File: src/rtl/audio_pkg.sv
// Sample widths, mix headroom and master-boost codes shared by the audio output stage
package audio_pkg;

	////////////////////////////////////////////////////////////////////////////
	// Sample types

	// Signed source or output sample
	typedef logic signed [15:0] sample_t;

	// Signed mixed sum carrying extra headroom above a sample
	typedef logic signed [17:0] mix_t;

	// Extra mix bits above a sample, dropped when the sample is taken
	localparam int HEADROOM_BITS = 2;

	// Largest positive sample magnitude, the top of every compressor curve
	localparam int SAMPLE_MAX = 32767;

	////////////////////////////////////////////////////////////////////////////
	// Master boost

	typedef logic [1:0] boost_t;

	localparam boost_t BOOST_NONE = 2'd0;  // Compressor bypassed
	localparam boost_t BOOST_2X   = 2'd1;  // Light curve
	// Codes 2 and 3 both select the heavy curve

endpackage

File: src/rtl/audio_compressor.sv
// Output stage: takes the sample from the mix word and applies the selected two-knee boost curve
`timescale 1ns/1ns

module audio_compressor #(
	parameter int LIGHT_RATIO = 4,  // Slope divider above the knee, 2x setting
	parameter int LIGHT_GAIN  = 2,  // Gain below the knee, 2x setting
	parameter int HEAVY_RATIO = 8,
	parameter int HEAVY_GAIN  = 4
) (
	input  logic               clk_sys,
	input  logic               reset,

	// Mixed input from the mixer
	input  logic               mix_stb,
	input  audio_pkg::mix_t    mix_l,
	input  audio_pkg::mix_t    mix_r,

	input  audio_pkg::boost_t  master_boost,

	// Final stereo sample
	output audio_pkg::sample_t audio_l,
	output audio_pkg::sample_t audio_r,
	output logic               out_stb
);
	import audio_pkg::*;

	// Unsigned magnitude of a sample
	typedef logic [$bits(sample_t)-1:0] mag_t;

	////////////////////////////////////////////////////////////////////////////
	// Curve constants

	// Knee rounded up, the upper segment then ends exactly at SAMPLE_MAX
	localparam mag_t LIGHT_KNEE =
		mag_t'((SAMPLE_MAX * (LIGHT_RATIO - 1) - 1) / (LIGHT_RATIO * LIGHT_GAIN - 1) + 1);
	localparam mag_t LIGHT_OFFSET = mag_t'(LIGHT_KNEE * LIGHT_GAIN);

	localparam mag_t HEAVY_KNEE =
		mag_t'((SAMPLE_MAX * (HEAVY_RATIO - 1) - 1) / (HEAVY_RATIO * HEAVY_GAIN - 1) + 1);
	localparam mag_t HEAVY_OFFSET = mag_t'(HEAVY_KNEE * HEAVY_GAIN);

	localparam mag_t LIGHT_R = mag_t'(LIGHT_RATIO);
	localparam mag_t LIGHT_G = mag_t'(LIGHT_GAIN);
	localparam mag_t HEAVY_R = mag_t'(HEAVY_RATIO);
	localparam mag_t HEAVY_G = mag_t'(HEAVY_GAIN);

	// Two segments on the magnitude, sign put back afterwards
	function automatic sample_t compress(
		input sample_t x,
		input mag_t    knee,
		input mag_t    offset,
		input mag_t    ratio,
		input mag_t    gain
	);
		mag_t mag;
		mag_t v;
		mag = x[$bits(sample_t)-1] ? mag_t'(-x) : mag_t'(x);
		if (mag < knee) begin
			v = mag * gain;                    // Linear gain part
		end else begin
			v = (mag - knee) / ratio + offset; // Flattened upper part
		end
		return x[$bits(sample_t)-1] ? sample_t'(-v) : sample_t'(v);
	endfunction

	sample_t samp_l;
	sample_t samp_r;
	sample_t cmp_l;
	sample_t cmp_r;

	////////////////////////////////////////////////////////////////////////////
	// Curve select

	// Headroom bits dropped here
	assign samp_l = mix_l[HEADROOM_BITS +: $bits(sample_t)];
	assign samp_r = mix_r[HEADROOM_BITS +: $bits(sample_t)];

	always_comb begin
		case (master_boost)
			BOOST_NONE: begin
				cmp_l = samp_l;
				cmp_r = samp_r;
			end
			BOOST_2X: begin
				cmp_l = compress(samp_l, LIGHT_KNEE, LIGHT_OFFSET, LIGHT_R, LIGHT_G);
				cmp_r = compress(samp_r, LIGHT_KNEE, LIGHT_OFFSET, LIGHT_R, LIGHT_G);
			end
			default: begin // 4x
				cmp_l = compress(samp_l, HEAVY_KNEE, HEAVY_OFFSET, HEAVY_R, HEAVY_G);
				cmp_r = compress(samp_r, HEAVY_KNEE, HEAVY_OFFSET, HEAVY_R, HEAVY_G);
			end
		endcase
	end

	////////////////////////////////////////////////////////////////////////////
	// Output register

	always_ff @(posedge clk_sys) begin
		if (reset) begin
			out_stb <= 1'b0;
			audio_l <= '0;
			audio_r <= '0;
		end else begin
			out_stb <= mix_stb;
			if (mix_stb) begin    // Held between strobes
				audio_l <= cmp_l;
				audio_r <= cmp_r;
			end
		end
	end

endmodule

File: src/rtl/audio_mixer.sv
// Two-stage mixer that sums CD, PSG and ADPCM with optional CD boost and scales to full range
`timescale 1ns/1ns

module audio_mixer (
	input  logic               clk_sys,
	input  logic               reset,

	// Source samples valid with sample_stb
	input  logic               sample_stb,
	input  audio_pkg::sample_t cdda_l,
	input  audio_pkg::sample_t cdda_r,
	input  audio_pkg::sample_t psg_l,
	input  audio_pkg::sample_t psg_r,
	input  audio_pkg::sample_t adpcm,

	input  logic               cd_boost,   // CD counted twice and no range scaling

	// Mixed result two cycles after sample_stb
	output logic               mix_stb,
	output audio_pkg::mix_t    mix_l,
	output audio_pkg::mix_t    mix_r
);
	import audio_pkg::*;

	// Sign extension of a sample into the headroom word
	function automatic mix_t widen(input sample_t s);
		return {{HEADROOM_BITS{s[$bits(sample_t)-1]}}, s};
	endfunction

	// Sum plus a quarter of itself
	function automatic mix_t five_quarters(input mix_t s);
		return s + (s >>> 2);
	endfunction

	mix_t cd_l;
	mix_t cd_r;
	mix_t cd_extra_l;
	mix_t cd_extra_r;
	mix_t adpcm_w;

	mix_t sum_l;
	mix_t sum_r;
	logic sum_stb;

	////////////////////////////////////////////////////////////////////////////
	// Stage 1 source sum

	assign cd_l    = widen(cdda_l);
	assign cd_r    = widen(cdda_r);
	assign adpcm_w = widen(adpcm);     // Mono sample lands on both sides

	// Second copy of the CD sample only with the boost
	assign cd_extra_l = cd_boost ? cd_l : mix_t'(0);
	assign cd_extra_r = cd_boost ? cd_r : mix_t'(0);

	always_ff @(posedge clk_sys) begin
		if (reset) begin
			sum_stb <= 1'b0;
			sum_l   <= '0;
			sum_r   <= '0;
		end else begin
			sum_stb <= sample_stb;
			if (sample_stb) begin
				sum_l <= cd_l + cd_extra_l + widen(psg_l) + adpcm_w;
				sum_r <= cd_r + cd_extra_r + widen(psg_r) + adpcm_w;
			end
		end
	end

	////////////////////////////////////////////////////////////////////////////
	// Stage 2 range scaling

	// Without the CD boost the sum never reaches full scale and gets stretched
	always_ff @(posedge clk_sys) begin
		if (reset) begin
			mix_stb <= 1'b0;
			mix_l   <= '0;
			mix_r   <= '0;
		end else begin
			mix_stb <= sum_stb;
			if (sum_stb) begin
				if (cd_boost) begin
					mix_l <= sum_l;
					mix_r <= sum_r;
				end else begin
					mix_l <= five_quarters(sum_l);
					mix_r <= five_quarters(sum_r);
				end
			end
		end
	end

endmodule

File: src/rtl/audio_out.sv
// Audio output stage top: mixer followed by the master-boost compressor, three cycles strobe to strobe
`timescale 1ns/1ns

module audio_out #(
	// Compressor curves
	parameter int LIGHT_RATIO = 4,
	parameter int LIGHT_GAIN  = 2,
	parameter int HEAVY_RATIO = 8,
	parameter int HEAVY_GAIN  = 4
) (
	input  logic               clk_sys,
	input  logic               reset,

	// One sample set per strobe, no back-pressure
	input  logic               sample_stb,
	input  audio_pkg::sample_t cdda_l,
	input  audio_pkg::sample_t cdda_r,
	input  audio_pkg::sample_t psg_l,
	input  audio_pkg::sample_t psg_r,
	input  audio_pkg::sample_t adpcm,

	// Quasi-static settings
	input  logic               cd_boost,
	input  audio_pkg::boost_t  master_boost,

	// Signed stereo result
	output audio_pkg::sample_t audio_l,
	output audio_pkg::sample_t audio_r,
	output logic               out_stb
);
	import audio_pkg::*;

	// Mixer to compressor
	logic mix_stb;
	mix_t mix_l;
	mix_t mix_r;

	////////////////////////////////////////////////////////////////////////////
	// Stages 1 and 2

	audio_mixer mixer_inst (
		.clk_sys    (clk_sys),
		.reset      (reset),
		.sample_stb (sample_stb),
		.cdda_l     (cdda_l),
		.cdda_r     (cdda_r),
		.psg_l      (psg_l),
		.psg_r      (psg_r),
		.adpcm      (adpcm),
		.cd_boost   (cd_boost),
		.mix_stb    (mix_stb),
		.mix_l      (mix_l),
		.mix_r      (mix_r)
	);

	////////////////////////////////////////////////////////////////////////////
	// Stage 3

	audio_compressor #(
		.LIGHT_RATIO (LIGHT_RATIO),
		.LIGHT_GAIN  (LIGHT_GAIN),
		.HEAVY_RATIO (HEAVY_RATIO),
		.HEAVY_GAIN  (HEAVY_GAIN)
	) compressor_inst (
		.clk_sys      (clk_sys),
		.reset        (reset),
		.mix_stb      (mix_stb),
		.mix_l        (mix_l),
		.mix_r        (mix_r),
		.master_boost (master_boost),
		.audio_l      (audio_l),
		.audio_r      (audio_r),
		.out_stb      (out_stb)
	);

endmodule

File: config.mk
export PLATFORM = sky130hd
export DESIGN_NAME = audio_out
export DESIGN_NICKNAME = d
export VERILOG_FILES = /design/src/rtl/audio_pkg.sv /design/src/rtl/audio_compressor.sv /design/src/rtl/audio_mixer.sv /design/src/rtl/audio_out.sv
export SDC_FILE = /design/constraint.sdc
export NUM_CORES = 1
export LEC_CHECK = 0
export ABC_AREA = 1
export BUFFER_PORTS_ARGS = -buffer_cell sky130_fd_sc_hd__buf_2
export CAP_MARGIN = 20
export CORE_MARGIN = 2
export CORE_UTILIZATION = 45
export DETAILED_ROUTE_END_ITERATION = 10
export GPL_TIMING_DRIVEN = 0
export PLACE_DENSITY_LB_ADDON = 0.3
export SLEW_MARGIN = 20
export SYNTH_ARGS = -nofsm -noshare
export SYNTH_HDL_FRONTEND = slang
export SYNTH_HIERARCHICAL = 1
export SYNTH_SLANG_ARGS = --single-unit
export TNS_END_PERCENT = 50
File: constraint.sdc
create_clock -name clk_sys -period 6.5 [get_ports clk_sys]
set_input_delay 0 -clock clk_sys [delete_from_list [all_inputs] [get_ports clk_sys]]
set_output_delay 0 -clock clk_sys [all_outputs]
set_load 0.05 [all_outputs]
# Word level (Yosys, flattened, before mapping)
# Cells that the tools add are included.
classes:
  n_addsub: 22
  magnitude_cmp: 4
  n_eq_ne: 1
  mux: 20
  reduce_logical: 2
ops:
  columns: ["op", "n"]
  rows:
  - ["16-bit two-way mux", 14]
  - ["18-bit by 16-bit adder with 18-bit output", 6]
  - ["16-bit negation", 6]
  - ["18-bit two-way mux", 4]
  - ["16-bit one-hot mux with 2 select lines", 2]
  - ["16-bit by 18-bit adder with 18-bit output", 2]
  - ["13-bit by 15-bit adder with 16-bit output, second input constant", 2]
  - ["14-bit by 15-bit adder with 16-bit output, second input constant", 2]
  - ["16-bit by 13-bit less-than comparator with 1-bit output, second input constant", 2]
  - ["16-bit by 14-bit less-than comparator with 1-bit output, second input constant", 2]
  - ["16-bit by 13-bit subtractor with 16-bit output, second input constant", 2]
  - ["16-bit by 14-bit subtractor with 16-bit output, second input constant", 2]
  - ["2-bit by 1-bit equality test with 1-bit output, second input constant", 1]
  - ["2-bit zero test", 1]
  - ["2-bit OR reduction", 1]
totals:
  register_bits: 107
  inputBits: 86
  word_cells: 58

# Logic depth before layout (Yosys ltp)
# Gate-level depths: netlist of the first run.
depth:
  depth_word: 9
  depth_mapped: 31
  mapped_depth_nobuf: 31

# Modules after synthesis
# Netlist of the first run, hierarchy kept.
modules_own_cells:
  columns: ["mod", "n_inst", "cells_each", "area_each_um2", "seq_area_each_um2"]
  rows:
  - ["audio_mixer", 1, 1368, 8824.7, 1481.4]
  - ["audio_compressor", 1, 1364, 7046.8, 660.6]

# Worst setup path before layout of the first run
# No wires, ideal clock.
synth_path:
  path_type: "register -> register"
  from: "register mixer_inst.mix_r[3]"
  to: "register compressor_inst.audio_r[14]"
  setup_ps: 118
  t_arrival_ps: 3073
  t_required_ps: 6382
  setup_slack_ps: 3309
  path_stages_with_launch: 30
  path_buffers: 1
  path_cell_list: "dfxtp_1 > inv_1 > ha_1 > inv_1 > nand2_1 > nand2_1 > nor2_1 > inv_1 > nand2_4 > nand3_2 > nand2_4 > inv_2 > nor2_4 > nand3_2 > nand2_2 > buf_2 > o21ai_0 > inv_1 > ha_1 > nand3_1 > nor2_4 > nand3_2 > nor2_1 > nand3_1 > nand2_1 > nand3_1 > nand3_1 > nand2_1 > nor2_1 > nor2_1"
synth_between:
  elab_chain_len: 9
  word_cells_on_any_way: 17
  cone_classes: "7 x add/sub; 2 x order compare; 8 x mux"
synth_lines:
  columns: ["item", "line", "source"]
  rows:
  - ["start: declaration", "audio_mixer.sv:21", "output audio_pkg::mix_t mix_r"]
  - ["start signal: assignment", "audio_mixer.sv:84", "mix_r <= sum_r;"]
  - ["start signal: assignment", "audio_mixer.sv:87", "mix_r <= five_quarters(sum_r);"]
  - ["16-bit negation", "audio_compressor.sv:57", "mag = x[$bits(sample_t)-1] ? mag_t'(-x) : mag_t'(x);"]
  - ["16-bit two-way mux *", "audio_compressor.sv:57", null]
  - ["16-bit by 13-bit subtractor with 16-bit output or 16-bit by 14-bit subtractor with 16-bit output (tied branches)", "audio_compressor.sv:61", "v = (mag - knee) / ratio + offset;"]
  - ["13-bit by 15-bit adder with 16-bit output or 14-bit by 15-bit adder with 16-bit output (tied branches)", "audio_compressor.sv:61", null]
  - ["16-bit two-way mux", "audio_compressor.sv:58", "if (mag < knee) begin"]
  - ["16-bit two-way mux", "audio_compressor.sv:79", "case (master_boost)"]
  - ["16-bit negation", "audio_compressor.sv:63", "return x[$bits(sample_t)-1] ? sample_t'(-v) : sample_t'(v);"]
  - ["16-bit two-way mux", "audio_compressor.sv:63", null]
  - ["16-bit one-hot mux with 2 select lines *", "audio_compressor.sv:79", null]
  - ["end signal: assignment", "audio_compressor.sv:107", "audio_r <= cmp_r;"]
  - ["end: declaration", "audio_compressor.sv:22", "output audio_pkg::sample_t audio_r,"]
# Every way passes the cells marked *; elsewhere a longest branch is shown, timed or not. The select of a mux whose other input is x is not followed.
# A chain may end at the register's enable or synchronous reset.

# Worst setup path in the final report of the first run
layout_path:
  from: "register mixer_inst.mix_l[2]"
  to: "register compressor_inst.audio_l[14]"
layout_between:
  elab_chain_len: 9
  word_cells_on_any_way: 17
  cone_classes: "7 x add/sub; 2 x order compare; 8 x mux"
layout_lines:
  columns: ["item", "line", "source"]
  rows:
  - ["start: declaration", "audio_mixer.sv:20", "output audio_pkg::mix_t mix_l,"]
  - ["start signal: assignment", "audio_mixer.sv:83", "mix_l <= sum_l;"]
  - ["start signal: assignment", "audio_mixer.sv:86", "mix_l <= five_quarters(sum_l);"]
  - ["16-bit negation", "audio_compressor.sv:57", null]
  - ["16-bit two-way mux *", "audio_compressor.sv:57", null]
  - ["16-bit by 13-bit subtractor with 16-bit output or 16-bit by 14-bit subtractor with 16-bit output (tied branches)", "audio_compressor.sv:61", null]
  - ["13-bit by 15-bit adder with 16-bit output or 14-bit by 15-bit adder with 16-bit output (tied branches)", "audio_compressor.sv:61", null]
  - ["16-bit two-way mux", "audio_compressor.sv:58", null]
  - ["16-bit two-way mux", "audio_compressor.sv:79", null]
  - ["16-bit negation", "audio_compressor.sv:63", null]
  - ["16-bit two-way mux", "audio_compressor.sv:63", null]
  - ["16-bit one-hot mux with 2 select lines *", "audio_compressor.sv:79", null]
  - ["end signal: assignment", "audio_compressor.sv:106", "audio_l <= cmp_l;"]
  - ["end: declaration", "audio_compressor.sv:21", "output audio_pkg::sample_t audio_l,"]
# Marks and branches as above.

==> metrics.txt, run 1 <==
critical path startpoint category=register; gr ovfl total=0; Iter 0 DRT Violations=1,211; num ports=119; nets@finish=between 3k and 4k; initial antenna violation count=1; vias in the first global route=16.3k; Sequential Power Share=19.0%; clk root buf=clkbuf_16; CTS buffer count=9; normalized max-slew margin=46.7%; postcts setup bufs=0; dpl cells=3,285; Tmin final=4.13 ns; Syn Nets=2,946; Rows=just under 70; endpoints failing hold=0; final instance area=17,200 µm²; switching power=2.20 mW; Core Region=34,500 µm²; via/cell ratio=5.20; clk slew on worst S/H paths=0.08 ns; LEAKAGE=9.60 nW; max_cap viols=0; GRT Util Overall=26.3%; switching share of power=approximately 53%; Internal Power=1.96 mW; antenna cells=0; status=finished, final reports clean; Initial Util=45.6%; Synth Warn #=6; DRT Wirelength=47.6 mm; CTS H-tree lvls=3; DRT Pass-1 Iters=7; clk_lat worst skew=0.36 ns; Crit. End Element=register; Slew Limit Fails=0; fin crit share=63.5%; crit path DAT=4.38 ns; Post-Syn Area per Cell=5.79 µm²; Final ANT Viol Nets=0; Die Y=191 µm; PD cells=about 240 nW/µm²; mapped cell area=15,700 µm²; Clock Path Buffers=2; Achievable Freq=242 MHz; Multi-input gate area=11,400 µm²; power share of the clock group=a little over an eighth; Hold Path Class=in2reg; FF+latch area=around 2100 µm²; DRC=0; setup tns final=0 ns; share of layout cells above drive strength 1=12.2%; Worst Path Class, Setup=reg2reg; Fill cells=about 3.7k; die area=~36,000 µm²; Worst Tran Pin Value=0.797 ns; Max Clock Skew=0.0115 ns; P&R area growth vs syn=9.32%; largest net degree at the start of global routing=19; Die X=191 µm; Mapped Cells=2,714; Post-DP Area=16,900 µm²; Clock Sinks=103; Non-Filler Instances=3,302; detailed placement HPWL=39.6 mm; CTS tree=yes; drt wl/cell=14.4 µm; Max Fanout on Critical Path=10; unrepaired setup endpoints after global routing=no; count of buffers from port buffering=116; # setup viols final=0; critical path required time=6.76 ns; global-route wire length before repair=77.9 mm; Comb pwr share=67.4%; gpl congestion=0.956; DR vias=17.2k; peak supply drop=0.161 mV
sequential cells by signal (all words and copies together), names as in the netlist:
name                     flops
mixer_inst/mix_stb           1
compressor_inst/audio_l     16
mixer_inst/sum_stb           1
compressor_inst/audio_r     16
mixer_inst/sum_r            18
mixer_inst/mix_r            16
compressor_inst/out_stb      1
mixer_inst/sum_l            18
mixer_inst/mix_l            16
metrics by stage:
stage          hold WS [ns]  setup WS [ns]  total power [mW]  utilization (%)
2_1_floorplan        0.0724           3.31              2.96                -
3_3_place_gp          0.318           2.56              3.50             48.9
3_5_place_dp          0.325           2.47              3.57             48.9
4_1_cts               0.130           2.44              4.14             49.9
5_1_grt               0.165           2.02              4.60             49.9
6_report              0.126           2.37              4.16             49.9
layer usage:
metal / wire (µm) / share of wire, % / global-route usage, %
met4: 1760 / 3.7 / 10.3
met3: 2800 / 5.9 / 2.48
met1: 20900 / 44 / 33.3
met2: 22200 / 47 / 45.8
met5: 13 / 0.027 / 0
layout make-up:
class,count,share of cell area [%]
Buffer,71,2.07
Clock buffer,10,1.33
Clock inverter,6,0.437
Inverter,499,10.9
Multi-Input combinational cell,2041,66.5
Sequential cell,103,12.0
Tap cell,455,3.31
Timing Repair Buffer,117,3.44
layout by cell type, fill, tap and decap left out, types with 10 or more instances in the layout:
cell type and n:
nor2_1 197, ha_1 78, a21oi_1 175, nor2_2 26
nand2_4 11, a21oi_2 11, xor2_1 26, inv_1 467
o21ai_0 95, dfxtp_1 103, nand3_1 275, nand3b_1 15
a31oi_1 10, inv_2 27, o211ai_1 21, nand2_1 823
nand4_1 25, nand2_2 61, clkbuf_1 41, nand3_2 17
buf_2 127, fa_1 68, o21ai_1 17, nor3_1 16
worst paths after layout:
path	cells after the start	endpoint	slack (ns)	startpoint
hold reg to reg	2	mixer_inst/mix_r[17]	0.49	mixer_inst/mix_r[17]
setup reg to reg	24	compressor_inst/audio_l[14]	2.37	mixer_inst/mix_l[2]
setup / recovery	24	compressor_inst/audio_l[14]	2.37	mixer_inst/mix_l[2]
hold / removal	6	mixer_inst/sum_l[13]	0.13	sample_stb
worst max-delay path, stage by stage, from the launching register on:
cell and delay, ns:
dfxtp_1 0.48, inv_2 0.14, ha_1 0.27, nand2_1 0.13, inv_1 0.06, nand2_1 0.06, nand2_1 0.05, nand2_1 0.06
nand2_1 0.05, nand2_1 0.26, nor2_1 0.17, a21oi_4 0.32, nand2_4 0.13, buf_6 0.18, o21ai_2 0.14, ha_1 0.26
nand3_1 0.11, nor3_1 0.29, nand2_1 0.15, o21ai_2 0.28, nand4_1 0.12, nand3_1 0.10, nand3_1 0.11, nand2_1 0.09
inv_1 0.04
power groups by stage:
stage	sequential, mW	combinational [mW]	clock [mW]
after CTS	0.789	2.78	0.577
after floorplan	0.809	2.15	0
final	0.792	2.80	0.567
after detailed placement	0.803	2.76	0
after global placement	0.800	2.70	0
after global routing	0.801	3.20	0.602
what timing repair did:
item                                   in CTS  in global routing
resized for setup                           0                  0
hold buffers                                1                  0
endpoints found under the hold margin       1                  0
Note: power is estimated with default switching activity, not from simulation.
==> run 2: changes to the inputs <==
--- a/config.mk
+++ b/config.mk
@@ -5,7 +5,7 @@
 export SDC_FILE = /design/constraint.sdc
 export NUM_CORES = 1
 export LEC_CHECK = 0
-export ABC_AREA = 1
+export ABC_AREA = 0
 export BUFFER_PORTS_ARGS = -buffer_cell sky130_fd_sc_hd__buf_2
 export CAP_MARGIN = 20
 export CORE_MARGIN = 2
==> constraint.sdc (replaced) <==
create_clock -name clk_sys -period 3.3 [get_ports clk_sys]
set_input_delay 0 -clock clk_sys [delete_from_list [all_inputs] [get_ports clk_sys]]
set_output_delay 0 -clock clk_sys [all_outputs]
set_load 0.05 [all_outputs]
==> run 2 against run 1 <==
Net effect:
- the run now ends with setup timing left
- die area fell by 4.8%
- maximum frequency decreased by 9.2%
- design area grew 16%
- critical path depth down 5
- wire length is 11% higher
- highest routed layer is now met4
==> metrics.txt, run 2 <==
CTS buffer count=9 (unchanged); share of layout cells above drive strength 1=28.6% (+16 points); Max Clock Skew=0.0120 ns (+0.000487 ns); Final Worst Setup Slack=-1.24 ns (-3.62 ns); P&R area growth vs syn=33.2%; gpl congestion=0.947 (-0.90%); Clock Sinks=103 (unchanged); antenna cells=0 (unchanged); DRT Wirelength=52.7 mm (+11%); Hold Path Class=in2reg; normalized max-slew margin=40.9% (-5.8 points); clk_lat worst skew=0.37 ns (about the same); Post-Syn Area per Cell=7.45 µm² (+29%); Non-Filler Instances=2,739 (-17%); Core Region=32,600 µm² (-5.3%); clk root buf=clkbuf_16; Final ANT Viol Nets=0 (unchanged); Initial Util=45.8% (+0.22 points); Die Y=186 µm (-2.4%); worst hold start=reset; # setup viols final=32 (+32); Internal Power=5.34 mW (+170%); commonest non-fill, non-tap cell in the layout=nand2_1; nets@finish=2,524 (-18%); initial antenna violation count=0 (-1); Syn Nets=2,238 (-24%); count of buffers from port buffering=117 (+0.86%); crit-path cells=buf_12 > or3_4 > or4_4 > o21ai_4 > xor2_4 > a2111o_1 > nand2_2 > buf_8 > clkbuf_16 > a21oi_4 > ha_4 > inv_4 > nor4_4 > o21bai_2 > buf_6 > o41ai_4 > xor2_1 > a221oi_2 > nor3_1; die area=34,700 µm² (-4.8%); Slew Limit Fails=0 (unchanged); switching share of power=49.5% (-3.3 points); power share of the clock group=10.6% (-3.0 points); Worst Tran Pin Value=0.884 ns (+0.0873 ns); Worst path max stage delay=0.59 ns (+0.11 ns); biggest regs=mixer_inst/sum_l (18), mixer_inst/sum_r (18); setup tns final=-26.41 ns (-26.41 ns); Worst Path Class, Setup=reg2reg; Worst path slowest cell=or4_4; Sequential Power Share=15.9% (-3.1 points); Final Power=10.6 mW (+150%); via/cell ratio=5.99 (+15%); worst setup path startpoint=mixer_inst/mix_r[4]; Clock Path Buffers=2 (unchanged); Tmin final=4.54 ns (+0.418 ns); gr ovfl total=0 (unchanged); mapped cell area=14,900 µm² (-4.9%); PD cells=531 nW/µm² (+120%); detailed placement HPWL=39.4 mm (-0.47%); violated checks=setup timing; endpoints failing hold=0 (unchanged); status=finished, violations left; switching power=5.24 mW (+140%); vias in the first global route=16.1k (-1.4%); critical path startpoint category=register; LEAKAGE=8.42 nW (-12%); fin crit share=138% (+74 points); Comb pwr share=73.5% (+6.1 points); reg-to-reg startpoint=mixer_inst/mix_r[4]; Max Fanout on Critical Path=7 (-3); Achievable Freq=220 MHz (-9.2%); num ports=119 (unchanged); DRC=0 (unchanged); Crit. End Element=register; Post-Route Utilization=61.1% (+11 points); CTS tree=yes; commonest cells after routing, fill and taps aside=nand2_1 (170), inv_1 (169), nor2_1 (160), buf_4 (152), buf_2 (125); Synth Warn #=6 (unchanged); GRT Util Overall=29.8% (+3.5 points); max_cap viols=0 (unchanged); dpl cells=2,565 (-22%); Mapped Cells=2,006 (-26%); global-route wire length before repair=82.6 mm (+6.0%); Die X=186 µm (-2.4%); clk slew on worst S/H paths=0.08 ns (about the same); CTS H-tree lvls=3 (unchanged); largest net degree at the start of global routing=20 (+1); crit path DAT=4.78 ns (+0.40 ns); critical path required time=3.54 ns (-3.22 ns); drt wl/cell=19.2 µm (+33%); unrepaired setup endpoints after global routing=yes; Iter 0 DRT Violations=1,496 (+24%); DRT Pass-1 Iters=5 (-2); Rows=66 (-2.9%); peak supply drop=0.353 mV (+120%); DR vias=16.4k (-4.5%)
run 2: cell count changes in the layout (fill, tap and decap cells not counted), moves of 50 or more:
cell     change
nand2_1    -653
inv_1      -298
nand2_2     -50
xnor2_1     +76
nand3_1    -217
a21oi_1     -97
buf_4      +146
run 2: worst max-delay path: cells and delay by family, from the launching register on:
family | cells | cell delay [ns]
simple gates | 5 | 1.49
compound gates | 6 | 1.41
buf+inv | 5 | 0.59
xor+xnor | 2 | 0.38
flops | 1 | 0.34
fa+ha+maj | 1 | 0.19
run 2: worst paths after layout:
kind | slack, ns | end | cells after the start
worst min-delay path | 0.07 | compressor_inst/audio_r[15] | 4
worst max register to register | -1.24 | compressor_inst/audio_r[14] | 19
worst max-delay path | -1.24 | compressor_inst/audio_r[14] | 19
worst min register to register | 0.48 | mixer_inst/mix_r[17] | 2
run 2: what timing repair did:
action | in CTS | in global routing
buffers inserted | 104 | 60
gates cloned | 1 | 0
resized for setup | 237 | 141
endpoints found under the setup margin | 51 | 37
pin swaps | 119 | 71
hold buffers | 0 | 0
run 2: area by class of cell:
class / count / area, µm²
inverter: 177 / 689
clock buffer: 10 / 239
sequential: 103 / 2090
timing repair buffer: 282 / 1930
fill: 2872 / 12700
multi-input combinational: 1607 / 13700
clock inverter: 6 / 61.3
buffer: 112 / 699
tap: 442 / 553
run 2: per-stage QoR:
step / area, µm² / hold WS (ns) / setup WS, ns
global placement: 16700 / 0.412 / -1.71
global route: 19900 / 0.0840 / -1.33
detailed placement: 16700 / 0.432 / -1.69
CTS: 18900 / 0.0533 / -1.06
finish: 19900 / 0.0735 / -1.24
floorplan: 15600 / 0.187 / -0.783
run 2: power by group through the flow:
| stage | clock network [mW] | registers, mW | logic (mW) |
|---|---|---|---|
| global placement | 0 | 1.68 | 5.93 |
| detailed placement | 0 | 1.68 | 6.02 |
| floorplan | 0 | 1.67 | 4.69 |
| global route | 1.18 | 1.71 | 8.41 |
| finish | 1.12 | 1.69 | 7.77 |
| CTS | 1.13 | 1.66 | 7.03 |
run 2: layer usage:
metal | part of all wire [%] | vias to the layer above | global-route usage, %
met1 | 40 | 7609 | 36.1
met2 | 48 | 800 | 53.2
met3 | 6.5 | 192 | 3.47
met5 | 0 | - | 0
met4 | 4.6 | 0 | 13.1
li1 | - | 7802 | -
==> run 3: changes to the inputs <==
--- a/config.mk
+++ b/config.mk
@@ -7,12 +7,13 @@
 export LEC_CHECK = 0
 export ABC_AREA = 0
 export BUFFER_PORTS_ARGS = -buffer_cell sky130_fd_sc_hd__buf_2
-export CAP_MARGIN = 20
+export CAP_MARGIN = 25
 export CORE_MARGIN = 2
 export CORE_UTILIZATION = 45
 export DETAILED_ROUTE_END_ITERATION = 10
 export GPL_TIMING_DRIVEN = 0
 export PLACE_DENSITY_LB_ADDON = 0.3
+export SETUP_SLACK_MARGIN = 0.3
 export SLEW_MARGIN = 20
 export SYNTH_ARGS = -nofsm -noshare
 export SYNTH_HDL_FRONTEND = slang
==> run 3 against run 2 <==
Net effect:
- the run still ends with setup timing left
- maximum frequency grew 4.2%
- clock-buffer cell count is the same
- global-route usage grew 0.62 points
- non-clock buffer count grew 22
- critical path depth grew 3
- design area grew 2.4%
- wire length grew 3.5%
- first-iteration DRC count grew 2.4%
- clock skew is essentially flat
- combinational power grew 3.7%
- critical endpoint unchanged
==> metrics.txt, run 3 (same netlist as run 2, synthesis figures left out) <==
Final Power=10.8 mW (+2.2%); Max Fanout on Critical Path=7 (unchanged); clk_lat worst skew=0.36 ns (about the same); Multi-input gate area=13,900 µm² (+1.7%); final instance area=20,400 µm² (+2.4%); Fill cells=2,787 (-3.0%); LEAKAGE=8.57 nW (+1.8%); count of buffers from port buffering=117 (unchanged); Final Worst Setup Slack=-1.06 ns (+0.184 ns); nets@finish=2,546 (+0.87%); critical path required time=3.59 ns (+0.05 ns); Reg2Reg Setup Slack=-1.06 ns (+0.18 ns); Worst Path Class, Setup=reg2reg; antenna cells=0 (unchanged); Die Y=186 µm (unchanged); Final ANT Viol Nets=0 (unchanged); Hold Path Class=in2reg; initial antenna violation count=0 (unchanged); commonest cells after routing, fill and taps aside=inv_1 (169), nand2_1 (168), nor2_1 (156), buf_4 (154), buf_2 (125); Tmin final=4.36 ns (-0.184 ns); dpl cells=2,565 (unchanged); crit path DAT=4.65 ns (-0.13 ns); vias in the first global route=16.1k (+0.12%); endpoints failing hold=0 (unchanged); biggest regs=mixer_inst/sum_l (18), mixer_inst/sum_r (18); Die X=186 µm (unchanged); Iter 0 DRT Violations=1,532 (+2.4%); violated checks=setup timing; drt wl/cell=19.8 µm (+2.7%); num ports=119 (unchanged); Core Region=32,600 µm² (unchanged); max_cap viols=0 (unchanged); commonest non-fill, non-tap cell in the layout=inv_1; GRT Util Overall=30.4% (+0.62 points); fin crit share=132% (-5.6 points); via/cell ratio=6.06 (+1.2%); # setup viols final=32 (unchanged); unrepaired setup endpoints after global routing=yes; Non-Filler Instances=2,761 (+0.80%); Crit. End Element=register; Worst R2R Path Depth=22 (+3); peak supply drop=0.290 mV (-18%); setup tns final=-25.22 ns (+1.19 ns); Clock Path Buffers=2 (unchanged); Rows=66 (unchanged); status=finished, violations left; gpl congestion=0.957 (+0.98%); CTS buffer count=9 (unchanged); normalized max-slew margin=32.5% (-8.3 points); CTS tree=yes; P&R area growth vs syn=36.5%; critical path startpoint category=register; clk slew on worst S/H paths=0.08 ns (about the same); DRT Wirelength=54.5 mm (+3.5%); Worst Tran Pin Value=1.00 ns (+0.121 ns); die area=34,700 µm² (unchanged); Achievable Freq=229 MHz (+4.2%); Post-Place Setup Slack=-1.80 ns (-0.112 ns); Initial Util=45.8% (unchanged); Clock Sinks=103 (unchanged); largest net degree at the start of global routing=20 (unchanged); global-route wire length before repair=84.1 mm (+1.8%); Slew Limit Fails=0 (unchanged); clk root buf=clkbuf_16; Post-DP Area=16,700 µm² (unchanged); DRC=0 (unchanged); detailed placement HPWL=40.1 mm (+1.6%); gr ovfl total=0 (unchanged); FF+latch area=2090 µm² (+0.12%); Max Clock Skew=0.0116 ns (-0.000412 ns); DR vias=16.7k (+2.0%); PD cells=530 nW/µm² (-0.22%); share of layout cells above drive strength 1=30.4% (+1.8 points); CTS H-tree lvls=3 (unchanged); DRT Pass-1 Iters=7 (+2); hold path depth=4 (unchanged)
==> run 3: cell count changes in the layout (fill, tap and decap cells not counted), moves of 4 or more <==
cell / delta
nor2_4: +4
or3_1: -4
nor3_4: +4
buf_8: +4
or3_4: +4
nor3_1: -5
buf_6: +11
xor2_2: +4
nor2_1: -4
xor2_1: -4
==> run 3: report_power, final <==
group / switching [mW] / leakage, nW / internal, mW
clock network: 0.549 / 0.142 / 0.534
logic: 4.55 / 7.58 / 3.51
registers: 0.245 / 0.852 / 1.43
total: 5.34 / 8.57 / 5.47
==> run 3: cell type report <==
| class | instances | area share (%) |
|---|---|---|
| timing repair buffer | 297 | 10.2 |
| clock inverter | 6 | 0.282 |
| multi-input combinational | 1607 | 68.1 |
| sequential | 103 | 10.2 |
| buffer | 119 | 3.98 |
| clock buffer | 10 | 1.12 |
| inverter | 177 | 3.37 |
| tap | 442 | 2.71 |
==> run 3: layer usage <==
metal | routed length [µm] | GRT usage (%) | up-vias
met3 | 3170 | 3.04 | 198
li1 | - | - | 7831
met5 | 0 | 0 | -
met4 | 2660 | 12.7 | 0
met1 | 22200 | 37.3 | 7943
met2 | 26500 | 54.4 | 754
==> run 3: repair_timing <==
action | 4_1_cts | 5_1_grt
pin swaps | 147 | 94
hold buffers | 0 | 0
gates cloned | 1 | 0
hold endpoints to repair | 0 | 0
endpoints found under the setup margin | 59 | 44
resized for setup | 276 | 166
buffers inserted | 116 | 63
==> run 3: critical path: stages, from the launching register on <==
cell,delay (ns)
dfxtp_2,0.35
buf_8,0.11
inv_6,0.03
ha_4,0.21
mux2_4,0.29
and2_4,0.20
a2111oi_4,0.42
buf_4,0.18
buf_4,0.13
a211oi_4,0.07
o21a_1,0.25
or2_4,0.23
clkbuf_8,0.15
o21ai_4,0.07
ha_4,0.18
nand2_4,0.05
nor3_4,0.14
a31oi_4,0.06
nand2b_4,0.19
o41ai_4,0.38
xor2_1,0.29
a221oi_2,0.10
nor3_1,0.19
==> run 3: stage by stage <==
step / util [%] / hold WS [ns]
floorplan: - / 0.187
global placement: 51.2 / 0.428
detailed placement: 51.2 / 0.426
CTS: 58.9 / 0.0402
global route: 62.5 / 0.112
finish: 62.5 / 0.0550
==> run 3: path summary, 6_finish.rpt <==
path                                 endpoint            startpoint
setup / recovery  compressor_inst/audio_r[14]   mixer_inst/mix_r[2]
hold / removal    compressor_inst/audio_r[15]                 reset
hold reg to reg          mixer_inst/mix_r[17]  mixer_inst/mix_r[17]
setup reg to reg  compressor_inst/audio_r[14]   mixer_inst/mix_r[2]
